===== src/design/host_pkg.sv =====
// Shared widths, register map, response codes and write-word views for the host domain
package host_pkg;

  localparam int unsigned CfgAddrWidth = 6;
  localparam int unsigned CfgDataWidth = 32;
  localparam int unsigned NumCounters  = 4;
  localparam int unsigned CounterWidth = 32;
  localparam int unsigned CntIdxWidth  = $clog2(NumCounters);
  localparam int unsigned SyncStages   = 2;

  // Register map, byte addresses
  localparam logic [CfgAddrWidth-1:0] CtrlAddr    = 6'h00;
  localparam logic [CfgAddrWidth-1:0] CntBaseAddr = 6'h04;
  localparam logic [CfgAddrWidth-1:0] ThrBaseAddr = 6'h14;
  localparam logic [CfgAddrWidth-1:0] ThrLastAddr = ThrBaseAddr + 6'(4 * (NumCounters - 1));

  // Returned for any address past the last threshold
  localparam logic [CfgDataWidth-1:0] UnmappedData = 32'hdeadf000;

  localparam logic [1:0] RespOkay   = 2'b00;
  localparam logic [1:0] RespSlvErr = 2'b10;

  // Control register layout
  typedef struct packed {
    logic [CfgDataWidth-2*NumCounters-3:0] rsvd;
    logic                                  fetch_en;
    logic                                  cluster_en;
    logic [NumCounters-1:0]                clear;
    logic [NumCounters-1:0]                enable;
  } ctrl_fields_t;

  // Write word, viewed by address as control or as a threshold
  typedef union packed {
    ctrl_fields_t            ctrl;
    logic [CfgDataWidth-1:0] thr;
  } cfg_wdata_u;

endpackage


===== src/design/soc_rst_gen.sv =====
// SoC reset synchronizer with a cluster reset released by the cluster enable bit
`timescale 1ns/1ns

module soc_rst_gen (
  input  logic clk_i,
  input  logic rst_n_i,
  input  logic cluster_en_i,
  output logic soc_rst_n_o,
  output logic cluster_rst_n_o
);

  logic [host_pkg::SyncStages-1:0] rst_sync_q;
  logic                            cluster_rst_q;

  // Asynchronous assert, release after SyncStages edges
  always_ff @(posedge clk_i or negedge rst_n_i) begin
    if (!rst_n_i) begin
      rst_sync_q <= '0;
    end else begin
      rst_sync_q <= {rst_sync_q[host_pkg::SyncStages-2:0], 1'b1};
    end
  end

  assign soc_rst_n_o = rst_sync_q[host_pkg::SyncStages-1];

  // Cluster held in reset until enabled by software
  always_ff @(posedge clk_i or negedge rst_n_i) begin
    if (!rst_n_i) begin
      cluster_rst_q <= 1'b0;
    end else begin
      cluster_rst_q <= soc_rst_n_o & cluster_en_i;
    end
  end

  assign cluster_rst_n_o = cluster_rst_q;

  // Cluster must never leave reset ahead of the SoC
  a_cluster_after_soc : assert property (
    @(posedge clk_i) !soc_rst_n_o |-> !cluster_rst_n_o
  ) else $error("cluster reset released while SoC reset is active");

endmodule


===== src/design/edge_propagator_rx.sv =====
// Receives a toggle-encoded event from another clock domain and returns it as a one-cycle pulse
`timescale 1ns/1ns

module edge_propagator_rx (
  input  logic clk_i,
  input  logic rst_n_i,
  input  logic valid_i,
  output logic ack_o,
  output logic valid_o
);

  logic [host_pkg::SyncStages-1:0] sync_q;
  logic                            edge_q;
  logic                            pulse_q;

  always_ff @(posedge clk_i or negedge rst_n_i) begin
    if (!rst_n_i) begin
      sync_q  <= '0;
      edge_q  <= 1'b0;
      pulse_q <= 1'b0;
    end else begin
      sync_q  <= {sync_q[host_pkg::SyncStages-2:0], valid_i};
      edge_q  <= sync_q[host_pkg::SyncStages-1];
      // Any change of the synchronized level is one event
      pulse_q <= sync_q[host_pkg::SyncStages-1] ^ edge_q;
    end
  end

  // Sender sees its own level come back once synchronized
  assign ack_o   = sync_q[host_pkg::SyncStages-1];
  assign valid_o = pulse_q;

  // Sender waits for ack before toggling again, so pulses never merge
  a_single_pulse : assert property (
    @(posedge clk_i) disable iff (!rst_n_i)
    valid_o |=> !valid_o
  ) else $error("DMA event pulse lasted more than one cycle");

endmodule


===== src/design/pmu_counters.sv =====
// Event counters for the LLC strobes with saturation, clear and threshold interrupts
`timescale 1ns/1ns

module pmu_counters (
  input  logic                                                  clk_i,
  input  logic                                                  rst_n_i,
  input  logic [host_pkg::NumCounters-1:0]                      event_i,
  input  logic [host_pkg::NumCounters-1:0]                      enable_i,
  input  logic [host_pkg::NumCounters-1:0]                      clear_i,
  input  logic [host_pkg::NumCounters-1:0][host_pkg::CounterWidth-1:0] threshold_i,
  output logic [host_pkg::NumCounters-1:0][host_pkg::CounterWidth-1:0] cnt_o,
  output logic [host_pkg::NumCounters-1:0]                      irq_o
);

  logic [host_pkg::NumCounters-1:0][host_pkg::CounterWidth-1:0] cnt_q;
  logic [host_pkg::NumCounters-1:0]                             cnt_sat;
  logic [host_pkg::NumCounters-1:0]                             cnt_inc;

  always_comb begin
    for (int i = 0; i < host_pkg::NumCounters; i++) begin
      cnt_sat[i] = &cnt_q[i];
      // Stop at all ones instead of wrapping
      cnt_inc[i] = event_i[i] & enable_i[i] & ~cnt_sat[i];
    end
  end

  always_ff @(posedge clk_i or negedge rst_n_i) begin
    if (!rst_n_i) begin
      cnt_q <= '0;
    end else begin
      for (int i = 0; i < host_pkg::NumCounters; i++) begin
        // Clear wins over a same-cycle event
        if (clear_i[i]) begin
          cnt_q[i] <= '0;
        end else if (cnt_inc[i]) begin
          cnt_q[i] <= cnt_q[i] + 1'b1;
        end
      end
    end
  end

  assign cnt_o = cnt_q;

  // Level interrupt, a zero threshold disables it
  always_comb begin
    for (int i = 0; i < host_pkg::NumCounters; i++) begin
      irq_o[i] = (threshold_i[i] != '0) && (cnt_q[i] >= threshold_i[i]);
    end
  end

  for (genvar g = 0; g < host_pkg::NumCounters; g++) begin : gen_irq_chk
    a_irq_needs_thr : assert property (
      @(posedge clk_i) disable iff (!rst_n_i)
      irq_o[g] |-> (threshold_i[g] != '0)
    ) else $error("interrupt %0d raised with a zero threshold", g);
  end

endmodule


===== src/design/host_cfg_regs.sv =====
// Lite-style config slave holding PMU control, thresholds and counter readback
`timescale 1ns/1ns

module host_cfg_regs (
  input  logic                                                  clk_i,
  input  logic                                                  rst_n_i,
  input  logic                                                  cfg_wr_valid_i,
  output logic                                                  cfg_wr_ready_o,
  input  logic [host_pkg::CfgAddrWidth-1:0]                     cfg_wr_addr_i,
  input  logic [host_pkg::CfgDataWidth-1:0]                     cfg_wr_data_i,
  output logic                                                  cfg_b_valid_o,
  input  logic                                                  cfg_b_ready_i,
  output logic [1:0]                                            cfg_b_resp_o,
  input  logic                                                  cfg_rd_valid_i,
  output logic                                                  cfg_rd_ready_o,
  input  logic [host_pkg::CfgAddrWidth-1:0]                     cfg_rd_addr_i,
  output logic                                                  cfg_r_valid_o,
  input  logic                                                  cfg_r_ready_i,
  output logic [host_pkg::CfgDataWidth-1:0]                     cfg_r_data_o,
  output logic [1:0]                                            cfg_r_resp_o,
  input  logic [host_pkg::NumCounters-1:0][host_pkg::CounterWidth-1:0] cnt_i,
  output logic [host_pkg::NumCounters-1:0]                      enable_o,
  output logic [host_pkg::NumCounters-1:0]                      clear_o,
  output logic [host_pkg::NumCounters-1:0][host_pkg::CounterWidth-1:0] threshold_o,
  output logic                                                  cluster_en_o,
  output logic                                                  fetch_en_o
);

  host_pkg::cfg_wdata_u                    wr_word;
  host_pkg::ctrl_fields_t                  rd_ctrl;
  logic [host_pkg::CfgAddrWidth-1:0]       wr_addr;
  logic [host_pkg::CfgAddrWidth-1:0]       rd_addr;
  logic [host_pkg::CntIdxWidth-1:0]        wr_idx;
  logic [host_pkg::CntIdxWidth-1:0]        cnt_idx;
  logic [host_pkg::CntIdxWidth-1:0]        thr_idx;
  logic                                    wr_hs;
  logic                                    rd_hs;
  logic [host_pkg::CfgDataWidth-1:0]       rd_data;
  logic [1:0]                              rd_resp;
  logic [host_pkg::NumCounters-1:0]        enable_q;
  logic                                    cluster_en_q;
  logic                                    fetch_en_q;
  logic [host_pkg::NumCounters-1:0][host_pkg::CounterWidth-1:0] thr_q;
  logic                                    b_valid_q;
  logic                                    r_valid_q;
  logic [1:0]                              b_resp_q;
  logic [1:0]                              r_resp_q;
  logic [host_pkg::CfgDataWidth-1:0]       r_data_q;

  // Slot index inside a counter or threshold block
  function automatic logic [host_pkg::CntIdxWidth-1:0] slot_idx(
    input logic [host_pkg::CfgAddrWidth-1:0] addr,
    input logic [host_pkg::CfgAddrWidth-1:0] base
  );
    logic [host_pkg::CfgAddrWidth-1:0] offs;
    offs = addr - base;
    return offs[host_pkg::CntIdxWidth+1:2];
  endfunction

  // Byte lanes are ignored
  assign wr_addr = {cfg_wr_addr_i[host_pkg::CfgAddrWidth-1:2], 2'b00};
  assign rd_addr = {cfg_rd_addr_i[host_pkg::CfgAddrWidth-1:2], 2'b00};
  assign wr_word = cfg_wr_data_i;
  assign wr_idx  = slot_idx(wr_addr, host_pkg::ThrBaseAddr);
  assign cnt_idx = slot_idx(rd_addr, host_pkg::CntBaseAddr);
  assign thr_idx = slot_idx(rd_addr, host_pkg::ThrBaseAddr);

  assign cfg_wr_ready_o = ~b_valid_q;
  assign cfg_rd_ready_o = ~r_valid_q;
  assign wr_hs = cfg_wr_valid_i & cfg_wr_ready_o;
  assign rd_hs = cfg_rd_valid_i & cfg_rd_ready_o;

  // Clear acts at the write edge only
  assign clear_o = (wr_hs && wr_addr == host_pkg::CtrlAddr) ? wr_word.ctrl.clear : '0;

  always_ff @(posedge clk_i or negedge rst_n_i) begin
    if (!rst_n_i) begin
      enable_q     <= '0;
      cluster_en_q <= 1'b0;
      fetch_en_q   <= 1'b0;
      thr_q        <= '0;
    end else if (wr_hs) begin
      if (wr_addr == host_pkg::CtrlAddr) begin
        enable_q     <= wr_word.ctrl.enable;
        cluster_en_q <= wr_word.ctrl.cluster_en;
        fetch_en_q   <= wr_word.ctrl.fetch_en;
      end else if (wr_addr >= host_pkg::ThrBaseAddr && wr_addr <= host_pkg::ThrLastAddr) begin
        thr_q[wr_idx] <= wr_word.thr;
      end
    end
  end

  always_comb begin
    rd_ctrl            = '0;
    rd_ctrl.enable     = enable_q;
    rd_ctrl.cluster_en = cluster_en_q;
    rd_ctrl.fetch_en   = fetch_en_q;
    rd_data            = host_pkg::UnmappedData;
    rd_resp            = host_pkg::RespSlvErr;
    if (rd_addr == host_pkg::CtrlAddr) begin
      rd_data = rd_ctrl;
      rd_resp = host_pkg::RespOkay;
    end else if (rd_addr < host_pkg::ThrBaseAddr) begin
      rd_data = cnt_i[cnt_idx];
      rd_resp = host_pkg::RespOkay;
    end else if (rd_addr <= host_pkg::ThrLastAddr) begin
      rd_data = thr_q[thr_idx];
      rd_resp = host_pkg::RespOkay;
    end
  end

  // Response handshakes
  always_ff @(posedge clk_i or negedge rst_n_i) begin
    if (!rst_n_i) begin
      b_valid_q <= 1'b0;
      r_valid_q <= 1'b0;
    end else begin
      if (wr_hs) begin
        b_valid_q <= 1'b1;
      end else if (cfg_b_ready_i) begin
        b_valid_q <= 1'b0;
      end
      if (rd_hs) begin
        r_valid_q <= 1'b1;
      end else if (cfg_r_ready_i) begin
        r_valid_q <= 1'b0;
      end
    end
  end

  always_ff @(posedge clk_i or negedge rst_n_i) begin
    if (!rst_n_i) begin
      b_resp_q <= host_pkg::RespOkay;
      r_data_q <= '0;
      r_resp_q <= host_pkg::RespOkay;
    end else begin
      if (wr_hs) begin
        b_resp_q <= (wr_addr > host_pkg::ThrLastAddr) ?
                    host_pkg::RespSlvErr : host_pkg::RespOkay;
      end
      if (rd_hs) begin
        r_data_q <= rd_data;
        r_resp_q <= rd_resp;
      end
    end
  end

  assign cfg_b_valid_o = b_valid_q;
  assign cfg_b_resp_o  = b_resp_q;
  assign cfg_r_valid_o = r_valid_q;
  assign cfg_r_data_o  = r_data_q;
  assign cfg_r_resp_o  = r_resp_q;
  assign enable_o      = enable_q;
  assign threshold_o   = thr_q;
  assign cluster_en_o  = cluster_en_q;
  assign fetch_en_o    = fetch_en_q;

  a_b_hold : assert property (
    @(posedge clk_i) disable iff (!rst_n_i)
    cfg_b_valid_o && !cfg_b_ready_i |=> cfg_b_valid_o && $stable(cfg_b_resp_o)
  ) else $error("write response dropped before b_ready");

  a_one_write : assert property (
    @(posedge clk_i) disable iff (!rst_n_i)
    cfg_b_valid_o |-> !wr_hs
  ) else $error("write accepted while a response is pending");

endmodule


===== src/design/host_domain.sv =====
// Host domain top level, ties reset generation, DMA event receiver, config slave and PMU
`timescale 1ns/1ns

module host_domain (
  input  logic                             clk_i,
  input  logic                             rst_n_i,
  // Cluster DMA event toggle
  input  logic                             dma_pe_evt_valid_i,
  output logic                             dma_pe_evt_ack_o,
  output logic                             dma_pe_evt_o,
  // LLC event strobes
  input  logic                             llc_read_hit_i,
  input  logic                             llc_read_miss_i,
  input  logic                             llc_write_hit_i,
  input  logic                             llc_write_miss_i,
  // Config write channel
  input  logic                             cfg_wr_valid_i,
  output logic                             cfg_wr_ready_o,
  input  logic [host_pkg::CfgAddrWidth-1:0] cfg_wr_addr_i,
  input  logic [host_pkg::CfgDataWidth-1:0] cfg_wr_data_i,
  output logic                             cfg_b_valid_o,
  input  logic                             cfg_b_ready_i,
  output logic [1:0]                       cfg_b_resp_o,
  // Config read channel
  input  logic                             cfg_rd_valid_i,
  output logic                             cfg_rd_ready_o,
  input  logic [host_pkg::CfgAddrWidth-1:0] cfg_rd_addr_i,
  output logic                             cfg_r_valid_o,
  input  logic                             cfg_r_ready_i,
  output logic [host_pkg::CfgDataWidth-1:0] cfg_r_data_o,
  output logic [1:0]                       cfg_r_resp_o,
  // Resets and cluster control
  output logic                             soc_rst_n_o,
  output logic                             cluster_rst_n_o,
  output logic                             cluster_fetch_en_o,
  output logic [host_pkg::NumCounters-1:0]  pmu_irq_o
);

  logic                                                      cluster_en;
  logic [host_pkg::NumCounters-1:0]                          llc_events;
  logic [host_pkg::NumCounters-1:0]                          cnt_enable;
  logic [host_pkg::NumCounters-1:0]                          cnt_clear;
  logic [host_pkg::NumCounters-1:0][host_pkg::CounterWidth-1:0] cnt_value;
  logic [host_pkg::NumCounters-1:0][host_pkg::CounterWidth-1:0] cnt_threshold;

  // Counter order is read hit, read miss, write hit, write miss
  assign llc_events = {llc_write_miss_i, llc_write_hit_i, llc_read_miss_i, llc_read_hit_i};

  soc_rst_gen i_soc_rst_gen (
    .clk_i           ( clk_i           ),
    .rst_n_i         ( rst_n_i         ),
    .cluster_en_i    ( cluster_en      ),
    .soc_rst_n_o     ( soc_rst_n_o     ),
    .cluster_rst_n_o ( cluster_rst_n_o )
  );

  edge_propagator_rx i_edge_propagator_rx (
    .clk_i   ( clk_i              ),
    .rst_n_i ( soc_rst_n_o        ),
    .valid_i ( dma_pe_evt_valid_i ),
    .ack_o   ( dma_pe_evt_ack_o   ),
    .valid_o ( dma_pe_evt_o       )
  );

  host_cfg_regs i_host_cfg_regs (
    .clk_i          ( clk_i              ),
    .rst_n_i        ( soc_rst_n_o        ),
    .cfg_wr_valid_i ( cfg_wr_valid_i     ),
    .cfg_wr_ready_o ( cfg_wr_ready_o     ),
    .cfg_wr_addr_i  ( cfg_wr_addr_i      ),
    .cfg_wr_data_i  ( cfg_wr_data_i      ),
    .cfg_b_valid_o  ( cfg_b_valid_o      ),
    .cfg_b_ready_i  ( cfg_b_ready_i      ),
    .cfg_b_resp_o   ( cfg_b_resp_o       ),
    .cfg_rd_valid_i ( cfg_rd_valid_i     ),
    .cfg_rd_ready_o ( cfg_rd_ready_o     ),
    .cfg_rd_addr_i  ( cfg_rd_addr_i      ),
    .cfg_r_valid_o  ( cfg_r_valid_o      ),
    .cfg_r_ready_i  ( cfg_r_ready_i      ),
    .cfg_r_data_o   ( cfg_r_data_o       ),
    .cfg_r_resp_o   ( cfg_r_resp_o       ),
    .cnt_i          ( cnt_value          ),
    .enable_o       ( cnt_enable         ),
    .clear_o        ( cnt_clear          ),
    .threshold_o    ( cnt_threshold      ),
    .cluster_en_o   ( cluster_en         ),
    .fetch_en_o     ( cluster_fetch_en_o )
  );

  pmu_counters i_pmu_counters (
    .clk_i       ( clk_i         ),
    .rst_n_i     ( soc_rst_n_o   ),
    .event_i     ( llc_events    ),
    .enable_i    ( cnt_enable    ),
    .clear_i     ( cnt_clear     ),
    .threshold_i ( cnt_threshold ),
    .cnt_o       ( cnt_value     ),
    .irq_o       ( pmu_irq_o     )
  );

endmodule


===== config.mk =====
export PLATFORM = sky130hd
export DESIGN_NAME = host_domain
export DESIGN_NICKNAME = d
export VERILOG_FILES = /design/src/design/host_pkg.sv /design/src/design/soc_rst_gen.sv /design/src/design/edge_propagator_rx.sv /design/src/design/pmu_counters.sv /design/src/design/host_cfg_regs.sv /design/src/design/host_domain.sv
export SDC_FILE = /design/constraint.sdc
export NUM_CORES = 1
export LEC_CHECK = 0
export ABC_AREA = 1
export BUFFER_PORTS_ARGS = -buffer_cell sky130_fd_sc_hd__buf_2
export CAP_MARGIN = 40
export CORE_MARGIN = 4
export CORE_UTILIZATION = 35
export DETAILED_ROUTE_END_ITERATION = 6
export HOLD_SLACK_MARGIN = 0.06
export PLACE_DENSITY = 0.49
export SLEW_MARGIN = 5
export SYNTH_ARGS = -nofsm -noshare
export SYNTH_HDL_FRONTEND = slang
export SYNTH_SLANG_ARGS = --single-unit

===== constraint.sdc =====
create_clock -name clk_i -period 9.6 [get_ports clk_i]
set_clock_uncertainty 0.2 [all_clocks]
set_input_delay 0.48 -clock clk_i [delete_from_list [all_inputs] [get_ports clk_i]]
set_output_delay 0.48 -clock clk_i [all_outputs]
set_load 0.02 [all_outputs]

==> metrics.cfg, run 1 <==
[outcome]
status=complete, no violations

[final_layout]
drive_gt1_share_pct=8.84
multi_input_comb_area_sq_um=11400
final_util_pct=40.6
finalNonFillerCells=3918
nets=3299
syn_to_final_growth_pct=14.7
fillers=6202
final_area_sq_um=24000
antennaDiodeCount=0
regArea_sq_um=7640

[logic_synthesis]
syn_area_sq_um=20900
syn_avg_cell_area_sq_um=6.92
synthCells=3021
yosysSeqAreaShare_pct=36.5
synth_cell_type_count=41
synth-edff-count=0
yosys_warnings=0
ys.flop_type=dfrtp_1
ys_ff_latch=305
async_flop_share_pct=100

[timing]
finalSetupViolCount=0
min_period_over_period_pct=38.9
hold_viol=0
tightest_slew_ns=0.926
rsz0062_at_grt=no
final_max_slew_viol_count=0
max_slew_margin_pct=38.2
fin_setup_tns_ns=0
timing.fmax_mhz=267
min_period_ns=3.74

[worst_setup_path]
crit_required_ns=9.88
cp-end-kind=flop
critPathLaunchType=input pin
path_class=in2reg
crit_fanout=83
timing.rr.start=i_host_cfg_regs.cfg_b_valid_o
regToRegSetupSlack_ns=6.60
crit_arrival_ns=4.01
reg2reg_to=i_pmu_counters.cnt_o[23]
reg2reg_depth=10

[placement]
io_buffers=97
place_congestion=0.958
dp_cells=3800
place_hpwl_mm=61.6
place_area_sq_um=22100

[floorplan]
rows=89
io-pin-count=104
start_util_pct=35.4
die_x_microns=252
die_h_microns=252
die_area_sq_um=63700
core-area_sq_um=59100

[clock_tree]
post-cts-setup-buffers=0
cts_root_buf=clkbuf_16
cts.clk_slew.worst_paths_ns=0.06
h-tree-depth=2
cts_buffers=42
clkSinkCount=305
cts_tree=built
clk_latency_ns=0.59
clk_path_buf_depth=3

[flow_run]
cap_violations=0

[drt]
wl_per_cell_microns=20.7
routed_wirelength_mm=81.0
viasPerCell=5.29
vias=20700
drcViolationCount=0
drtAntennaViolNets=0
dr.first_iter.drc_count=1595
drt_pass1_iterations=6

[power_and_ir_drop]
seqPwrFrac_pct=36.5
finalPower_w=0.00586
swShare_pct=42.1
p_leak_nw=11.3
clkPwrFrac_pct=29.9
peakVddDrop_uv=115
pwr-share-comb_pct=33.6
p_switching_w=0.00247
p_int_w=0.00339
powerDensity_nw_per_um2=244

[global_routing]
grt_max_degree=135
grt_pass1_vias=20000
grt_overflow=0
grtUsageTotal_pct=25.1
antenna_found_initial=0
grt_pass1_wl_mm=123

[min_path]
holdCritPathClass=reg2async

-- through the flow --
step	setup WS, ns	hold WS [ns]
after floorplan	0.115	-0.0156
after global placement	5.34	0.0757
after detailed placement	5.32	0.0771
after CTS	5.96	0.138
after global routing	5.67	0.149
final	5.86	0.111
-- per-layer routing --
layer / part of all wire, % / global-route usage, % / vias up
met1: 45 / 35.3 / 9917
met2: 46 / 41.2 / 630
met3: 5.1 / 2.31 / 131
met5: 0 / 0 / -
li1: - / - / 10100
met4: 3.4 / 7.99 / 0
-- Yosys cell counts, types with 4 or more instances --
cell type | n | area, sq um
dfrtp_1 | 305 | 7630
o21ai_0 | 318 | 1590
o21ai_2 | 13 | 114
nor2_4 | 8 | 90.1
nor4_1 | 14 | 87.6
buf_2 | 40 | 200
nand2_1 | 829 | 3110
o31ai_1 | 7 | 52.6
xnor2_1 | 13 | 114
o211ai_1 | 7 | 52.6
nor2_2 | 12 | 75.1
o21ai_1 | 60 | 300
ha_1 | 133 | 1660
nand3b_1 | 5 | 37.5
buf_1 | 8 | 30.0
inv_2 | 9 | 33.8
nor2_1 | 294 | 1100
nand3_1 | 166 | 831
nand4_1 | 80 | 500
a21oi_1 | 191 | 956
clkbuf_1 | 53 | 199
o21a_1 | 8 | 60.1
a21o_1 | 7 | 52.6
nand2_4 | 5 | 56.3
xor2_1 | 21 | 184
inv_1 | 348 | 1310
nor3_1 | 21 | 105
nand2_2 | 26 | 163
buf_4 | 4 | 30.0
-- cells in the final DEF (no fill, tap or decap), types with 10 or more instances in the layout --
| master | count |
|---|---|
| buf_4 | 14 |
| inv_2 | 11 |
| o21ai_0 | 316 |
| nand4_1 | 80 |
| ha_1 | 132 |
| nor2_2 | 12 |
| inv_1 | 346 |
| nor3_1 | 21 |
| o21ai_2 | 14 |
| xor2_1 | 21 |
| nand3_1 | 165 |
| nor2_1 | 294 |
| clkinv_2 | 10 |
| nand2_2 | 27 |
| buf_2 | 96 |
| a21oi_1 | 191 |
| xnor2_1 | 13 |
| dfrtp_1 | 304 |
| clkbuf_16 | 43 |
| o21ai_1 | 61 |
| dlygate4sd3_1 | 40 |
| nand2_1 | 828 |
| nor4_1 | 14 |
-- sequential cells by signal, indices dropped and copies added (netlist names) --
register / cells
i_edge_propagator_rx.edge_q: 1
i_host_cfg_regs.cfg_b_valid_o: 1
i_host_cfg_regs.threshold_o: 128
i_host_cfg_regs.fetch_en_o: 1
i_edge_propagator_rx.valid_o: 1
i_host_cfg_regs.cfg_b_resp_o: 1
i_soc_rst_gen.cluster_rst_n_o: 1
i_host_cfg_regs.cfg_r_valid_o: 1
i_soc_rst_gen.rst_sync_q: 2
i_edge_propagator_rx.sync_q: 2
i_pmu_counters.cnt_o: 128
i_host_cfg_regs.enable_o: 4
i_host_cfg_regs.cluster_en_o: 1
i_host_cfg_regs.cfg_r_resp_o: 1
i_host_cfg_regs.cfg_r_data_o: 32
-- worst max path at each step --
stage	startpoint	end	slack [ns]	cells after the start
after floorplan	i_soc_rst_gen.rst_sync_q[1]	i_edge_propagator_rx.edge_q	0.12	0
after global placement	cfg_rd_addr_i[2]	i_host_cfg_regs.cfg_r_data_o[23]	5.34	12
after detailed placement	cfg_rd_addr_i[2]	i_host_cfg_regs.cfg_r_data_o[23]	5.32	12
after CTS	cfg_rd_addr_i[2]	i_host_cfg_regs.cfg_r_data_o[23]	5.96	12
after global routing	cfg_rd_addr_i[2]	i_host_cfg_regs.cfg_r_data_o[30]	5.67	11
final	cfg_rd_addr_i[2]	i_host_cfg_regs.cfg_r_data_o[23]	5.86	12
-- power groups by stage --
stage	clock network, W	registers (W)	logic [W]
6_report	0.00175	0.00214	0.00197
5_1_grt	0.00184	0.00219	0.00225
4_1_cts	0.00179	0.00213	0.00197
3_5_place_dp	0	0.00215	0.00195
3_3_place_gp	0	0.00214	0.00188
2_1_floorplan	0	0.00200	0.00133
-- critical path, cell delays in order --
cell and delay [ns]:
buf_4 0.68, inv_2 0.29, ha_2 0.40, buf_4 0.61
inv_2 0.19, buf_4 0.38, a21oi_1 0.22, o21ai_0 0.15
o21ai_0 0.23, nand2_1 0.10, nand3_1 0.10, nand2_1 0.06
-- final cells by class --
| type | instances | area share (%) |
|---|---|---|
| multi-input combinational | 2250 | 47.6 |
| sequential | 305 | 31.8 |
| inverter | 358 | 5.65 |
| clock buffer | 52 | 4.96 |
| timing repair buffer | 154 | 4.50 |
| tap | 773 | 4.03 |
| clock inverter | 26 | 1.44 |
-- timing repair --
item	in CTS	in global routing
hold buffers	40	0
resized for setup	0	0
endpoints found under the hold margin	60	0
-- cell families (layout without fill, tap and decap cells) --
group	after synthesis	in the layout	synth area share [%]
DFF	305	305	36.5
adders and majority gates	133	133	7.96
buffers and inverters	467	590	9.00
and+or+nand+nor	1465	1465	29.8
other	2	3	0.0359
xor gates and xnor gates	34	34	1.42
AOI/OAI and AO/OA	615	615	15.3
Power figures use the tool's default switching activity.
==> run 2, diff against run 1 <==
--- a/config.mk
+++ b/config.mk
@@ -5,14 +5,14 @@
 export SDC_FILE = /design/constraint.sdc
 export NUM_CORES = 1
 export LEC_CHECK = 0
-export ABC_AREA = 1
+export ABC_AREA = 0
 export BUFFER_PORTS_ARGS = -buffer_cell sky130_fd_sc_hd__buf_2
 export CAP_MARGIN = 40
 export CORE_MARGIN = 4
 export CORE_UTILIZATION = 35
 export DETAILED_ROUTE_END_ITERATION = 6
 export HOLD_SLACK_MARGIN = 0.06
-export PLACE_DENSITY = 0.49
+export PLACE_DENSITY = 0.48
 export SLEW_MARGIN = 5
 export SYNTH_ARGS = -nofsm -noshare
 export SYNTH_HDL_FRONTEND = slang
==> constraint.sdc (replaced) <==
create_clock -name clk_i -period 3.5 [get_ports clk_i]
set_clock_uncertainty 0.2 [all_clocks]
set_input_delay 0.175 -clock clk_i [delete_from_list [all_inputs] [get_ports clk_i]]
set_output_delay 0.175 -clock clk_i [all_outputs]
set_load 0.02 [all_outputs]
==> run 2 against run 1 <==
  * Non-clock buffer count rose by 85
  * Critical endpoint is now pmu_irq_o[3]
  * Die area decreased by 7.6%
  * Hold slack got worse by 0.016 ns
  * Largest cell class unchanged
  * First-iteration DRC count fell by 1.6%
  * Sequential power is 130% higher
  * Clock power rose by 130%
  * Combinational power increased by 46%
==> metrics.cfg, run 2 <==
[drt]
drt_pass1_iterations=5  ; -1
dr.first_iter.drc_count=1569  ; -1.6%
vias=17100  ; -17%
drtAntennaViolNets=0  ; unchanged
wl_per_cell_microns=25.5  ; +23%
wl_met1_mm=34.2  ; -6.6%
top_layer_used=met4
wl_met2_mm=32.6  ; -13%
routed_wirelength_mm=73.2  ; -9.6%
viasPerCell=5.96  ; +12%
drcViolationCount=0  ; unchanged
wl_met3_mm=4.89  ; +18%

[clock_tree]
cts_root_buf=clkbuf_16
cts_tree=built
cts.clk_slew.worst_paths_ns=0.06  ; about the same
h-tree-depth=2  ; unchanged
clk_latency_ns=0.56  ; -0.03 ns
cts_buffers=39  ; -7.1%
clkSinkCount=305  ; unchanged
clk_path_buf_depth=3  ; unchanged

[final_layout]
finalNonFillerCells=2876  ; -27%
drive_gt1_share_pct=19.8  ; +11 points
nets=2337  ; -29%
syn_to_final_growth_pct=19.1
fillers=5254  ; -15%
final_util_pct=42.4  ; +1.8 points
layout_common_cells=dfrtp_1 (304), inv_1 (155), nand2_1 (149)
layout_commonest_cell=dfrtp_1

[timing]
timing.fmax_mhz=298
final_max_slew_viol_count=0  ; unchanged
max_slew_margin_pct=47.0  ; +8.8 points
min_period_ns=3.36
min_period_over_period_pct=96.0
finalSetupViolCount=0  ; unchanged
fin_setup_tns_ns=0  ; unchanged
hold_viol=0  ; unchanged
rsz0062_at_grt=no
tightest_slew_ns=0.794  ; -0.132 ns

[worst_setup_path]
crit_fanout=8  ; -90%
cp_cell_sequence=ha_1, and4_1, nand2_1, a2111oi_1, nor4b_1, buf_4, o21ai_0, buf_2
critPathCapture=pmu_irq_o[3]
slowest_delay_ns=0.48  ; -0.20 ns
timing.rr.start=i_pmu_counters.cnt_o[45]
critPathLaunchType=flop
path_class=reg2out
reg2reg_to=i_pmu_counters.cnt_o[60]
reg2reg_depth=5  ; -5
crit_arrival_ns=2.99  ; -1.02 ns
crit_path_top_delay_cell=dfrtp_1
cp-end-kind=output port
regToRegSetupSlack_ns=0.60  ; -6.00 ns
crit_required_ns=3.12  ; -6.76 ns
cp-startpoint=i_pmu_counters.cnt_o[110]

[power_and_ir_drop]
swShare_pct=34.2  ; -8.0 points
peakVddDrop_uv=330  ; +190%
p_leak_nw=10.1  ; -11%
clkPwrFrac_pct=34.1  ; +4.2 points
powerDensity_nw_per_um2=522  ; +110%
pwr-share-comb_pct=24.1  ; -9.5 points
seqPwrFrac_pct=41.8  ; +5.3 points
p_switching_w=0.00409  ; +66%
p_int_w=0.00788  ; +130%

[logic_synthesis]
yosys_warnings=0  ; unchanged
synthCells=1959  ; -35%
ys.flop_type=dfrtp_1
synth_common_cells=dfrtp_1 (305), inv_1 (155), nand2_1 (149)
async_flop_share_pct=100  ; unchanged
syn_avg_cell_area_sq_um=9.84  ; +42%
yosys.area.top_type=dfrtp_1
syn_area_sq_um=19300  ; -7.9%
synth.area.top_cells=dfrtp_1 (40%), ha_1 (8.6%), mux4_2 (7.5%), mux2_2 (6.1%), a21oi_1 (3.3%)
synth_top_area_share_pct=39.6  ; +3.1 points
yosysSeqAreaShare_pct=39.6  ; +3.1 points
synth_cell_type_count=68  ; +66%
synth-edff-count=0  ; unchanged
yosys.cell_count.top_type=dfrtp_1
ys_ff_latch=305  ; unchanged

[global_routing]
grtUsageTotal_pct=24.6  ; -0.58 points
grt_overflow=0  ; unchanged
grt_pass1_vias=16700  ; -17%
antenna_found_initial=3  ; +3
grt_max_degree=88  ; -35%
grt_pass1_wl_mm=110  ; -11%

[placement]
place_hpwl_mm=56.0  ; -9.1%
io_buffers=97  ; unchanged
place_congestion=0.930  ; -3.0%
dp_cells=2740  ; -28%

[floorplan]
start_util_pct=35.6  ; +0.23 points
io-pin-count=104  ; unchanged
die_area_sq_um=58900  ; -7.6%
core-area_sq_um=54100  ; -8.5%
rows=85  ; -4.5%
die_h_microns=243  ; -3.9%
die_x_microns=243  ; -3.9%

[outcome]
status=complete, no violations

[flow_run]
cap_violations=0  ; unchanged

[min_path]
holdCritPathClass=reg2async

## run 2: changes by cell type in the layout (fill, tap and decap cells not counted), moves of 31 or more
cell     before  now
nand2_1     828  149
nor2_1      294   91
o21ai_0     316  124
inv_1       346  155
mux2_2        0  104
nand3_1     165   85
mux4_2        0   64
a21oi_1     191  129
o21ai_1      61    3
buf_4        14   70
or3_1         0   44
and4_1        0   38
nor4_1       14   45
## run 2: what timing repair did
item	4_1_cts	5_1_grt
hold buffers	64	0
buffers inserted	0	0
hold endpoints to repair	173	0
setup endpoints to repair	0	3
gates resized for setup	0	6
## run 2: layout make-up
type | count | area [sq um] | share of cell area, %
clock inverter | 7 | 37.5 | 0.164
sequential | 305 | 7640 | 33.3
clock buffer | 63 | 1260 | 5.48
timing repair buffer | 239 | 1820 | 7.92
antenna | 2 | 5.00 | 0.0218
inverter | 155 | 582 | 2.54
tap | 696 | 871 | 3.79
multi-input combinational | 1409 | 10700 | 46.8
## run 2: how the worst min path moves through the flow
| stage | startpoint | endpoint | slack (ns) |
|---|---|---|---|
| CTS | i_soc_rst_gen.rst_sync_q[1] | i_host_cfg_regs.threshold_o[39] | 0.12 |
| floorplan | rst_n_i | i_soc_rst_gen.cluster_rst_n_o | -0.32 |
| global placement | rst_n_i | i_soc_rst_gen.cluster_rst_n_o | -0.22 |
| global route | i_soc_rst_gen.rst_sync_q[1] | i_host_cfg_regs.threshold_o[6] | 0.12 |
| detailed placement | rst_n_i | i_soc_rst_gen.cluster_rst_n_o | -0.22 |
| finish | i_soc_rst_gen.rst_sync_q[1] | i_host_cfg_regs.threshold_o[39] | 0.09 |
## run 2: stage by stage
step / setup WS [ns] / total power, W / area (sq um) / hold WS [ns]
5_1_grt: 0.0380 / 0.0126 / 22900 / 0.124
2_1_floorplan: 0.215 / 0.00650 / 19300 / -0.321
3_3_place_gp: 0.579 / 0.00772 / 21000 / -0.222
6_report: 0.140 / 0.0120 / 22900 / 0.0949
3_5_place_dp: 0.617 / 0.00780 / 21000 / -0.222
4_1_cts: 0.00260 / 0.0120 / 22900 / 0.117
## run 2: worst max-delay path: cells and delay by family, from the launching register on
family / cells / cell delay [ns]
compound gates: 2 / 0.75
fa+ha+maj: 1 / 0.36
flops: 1 / 0.48
buf+inv: 2 / 0.41
simple gates: 3 / 0.42
## run 2: power groups by stage
stage | clock network (W) | registers, W | logic (W)
final | 0.00409 | 0.00500 | 0.00288
after CTS | 0.00419 | 0.00497 | 0.00287
after global placement | 0 | 0.00502 | 0.00270
after detailed placement | 0 | 0.00503 | 0.00277
after global routing | 0.00434 | 0.00506 | 0.00321
after floorplan | 0 | 0.00476 | 0.00174
## run 2: logic make-up after synthesis
| group | count (synthesis) | synth area share, % |
|---|---|---|
| buffers and inverters | 246 | 4.91 |
| and+or+nand+nor | 636 | 17.7 |
| adders and majority gates | 148 | 9.41 |
| muxes | 176 | 14.0 |
| xor gates and xnor gates | 31 | 1.41 |
| AOI/OAI and AO/OA | 415 | 12.9 |
| DFF | 305 | 39.6 |
| other | 2 | 0.0390 |
## run 2: routing by layer
| metal | global-route usage (%) | up-vias |
|---|---|---|
| met3 | 3.81 | 97 |
| met4 | 5.40 | 0 |
| met5 | 0 | - |
| li1 | - | 7746 |
| met1 | 36.5 | 8672 |
| met2 | 38.0 | 613 |
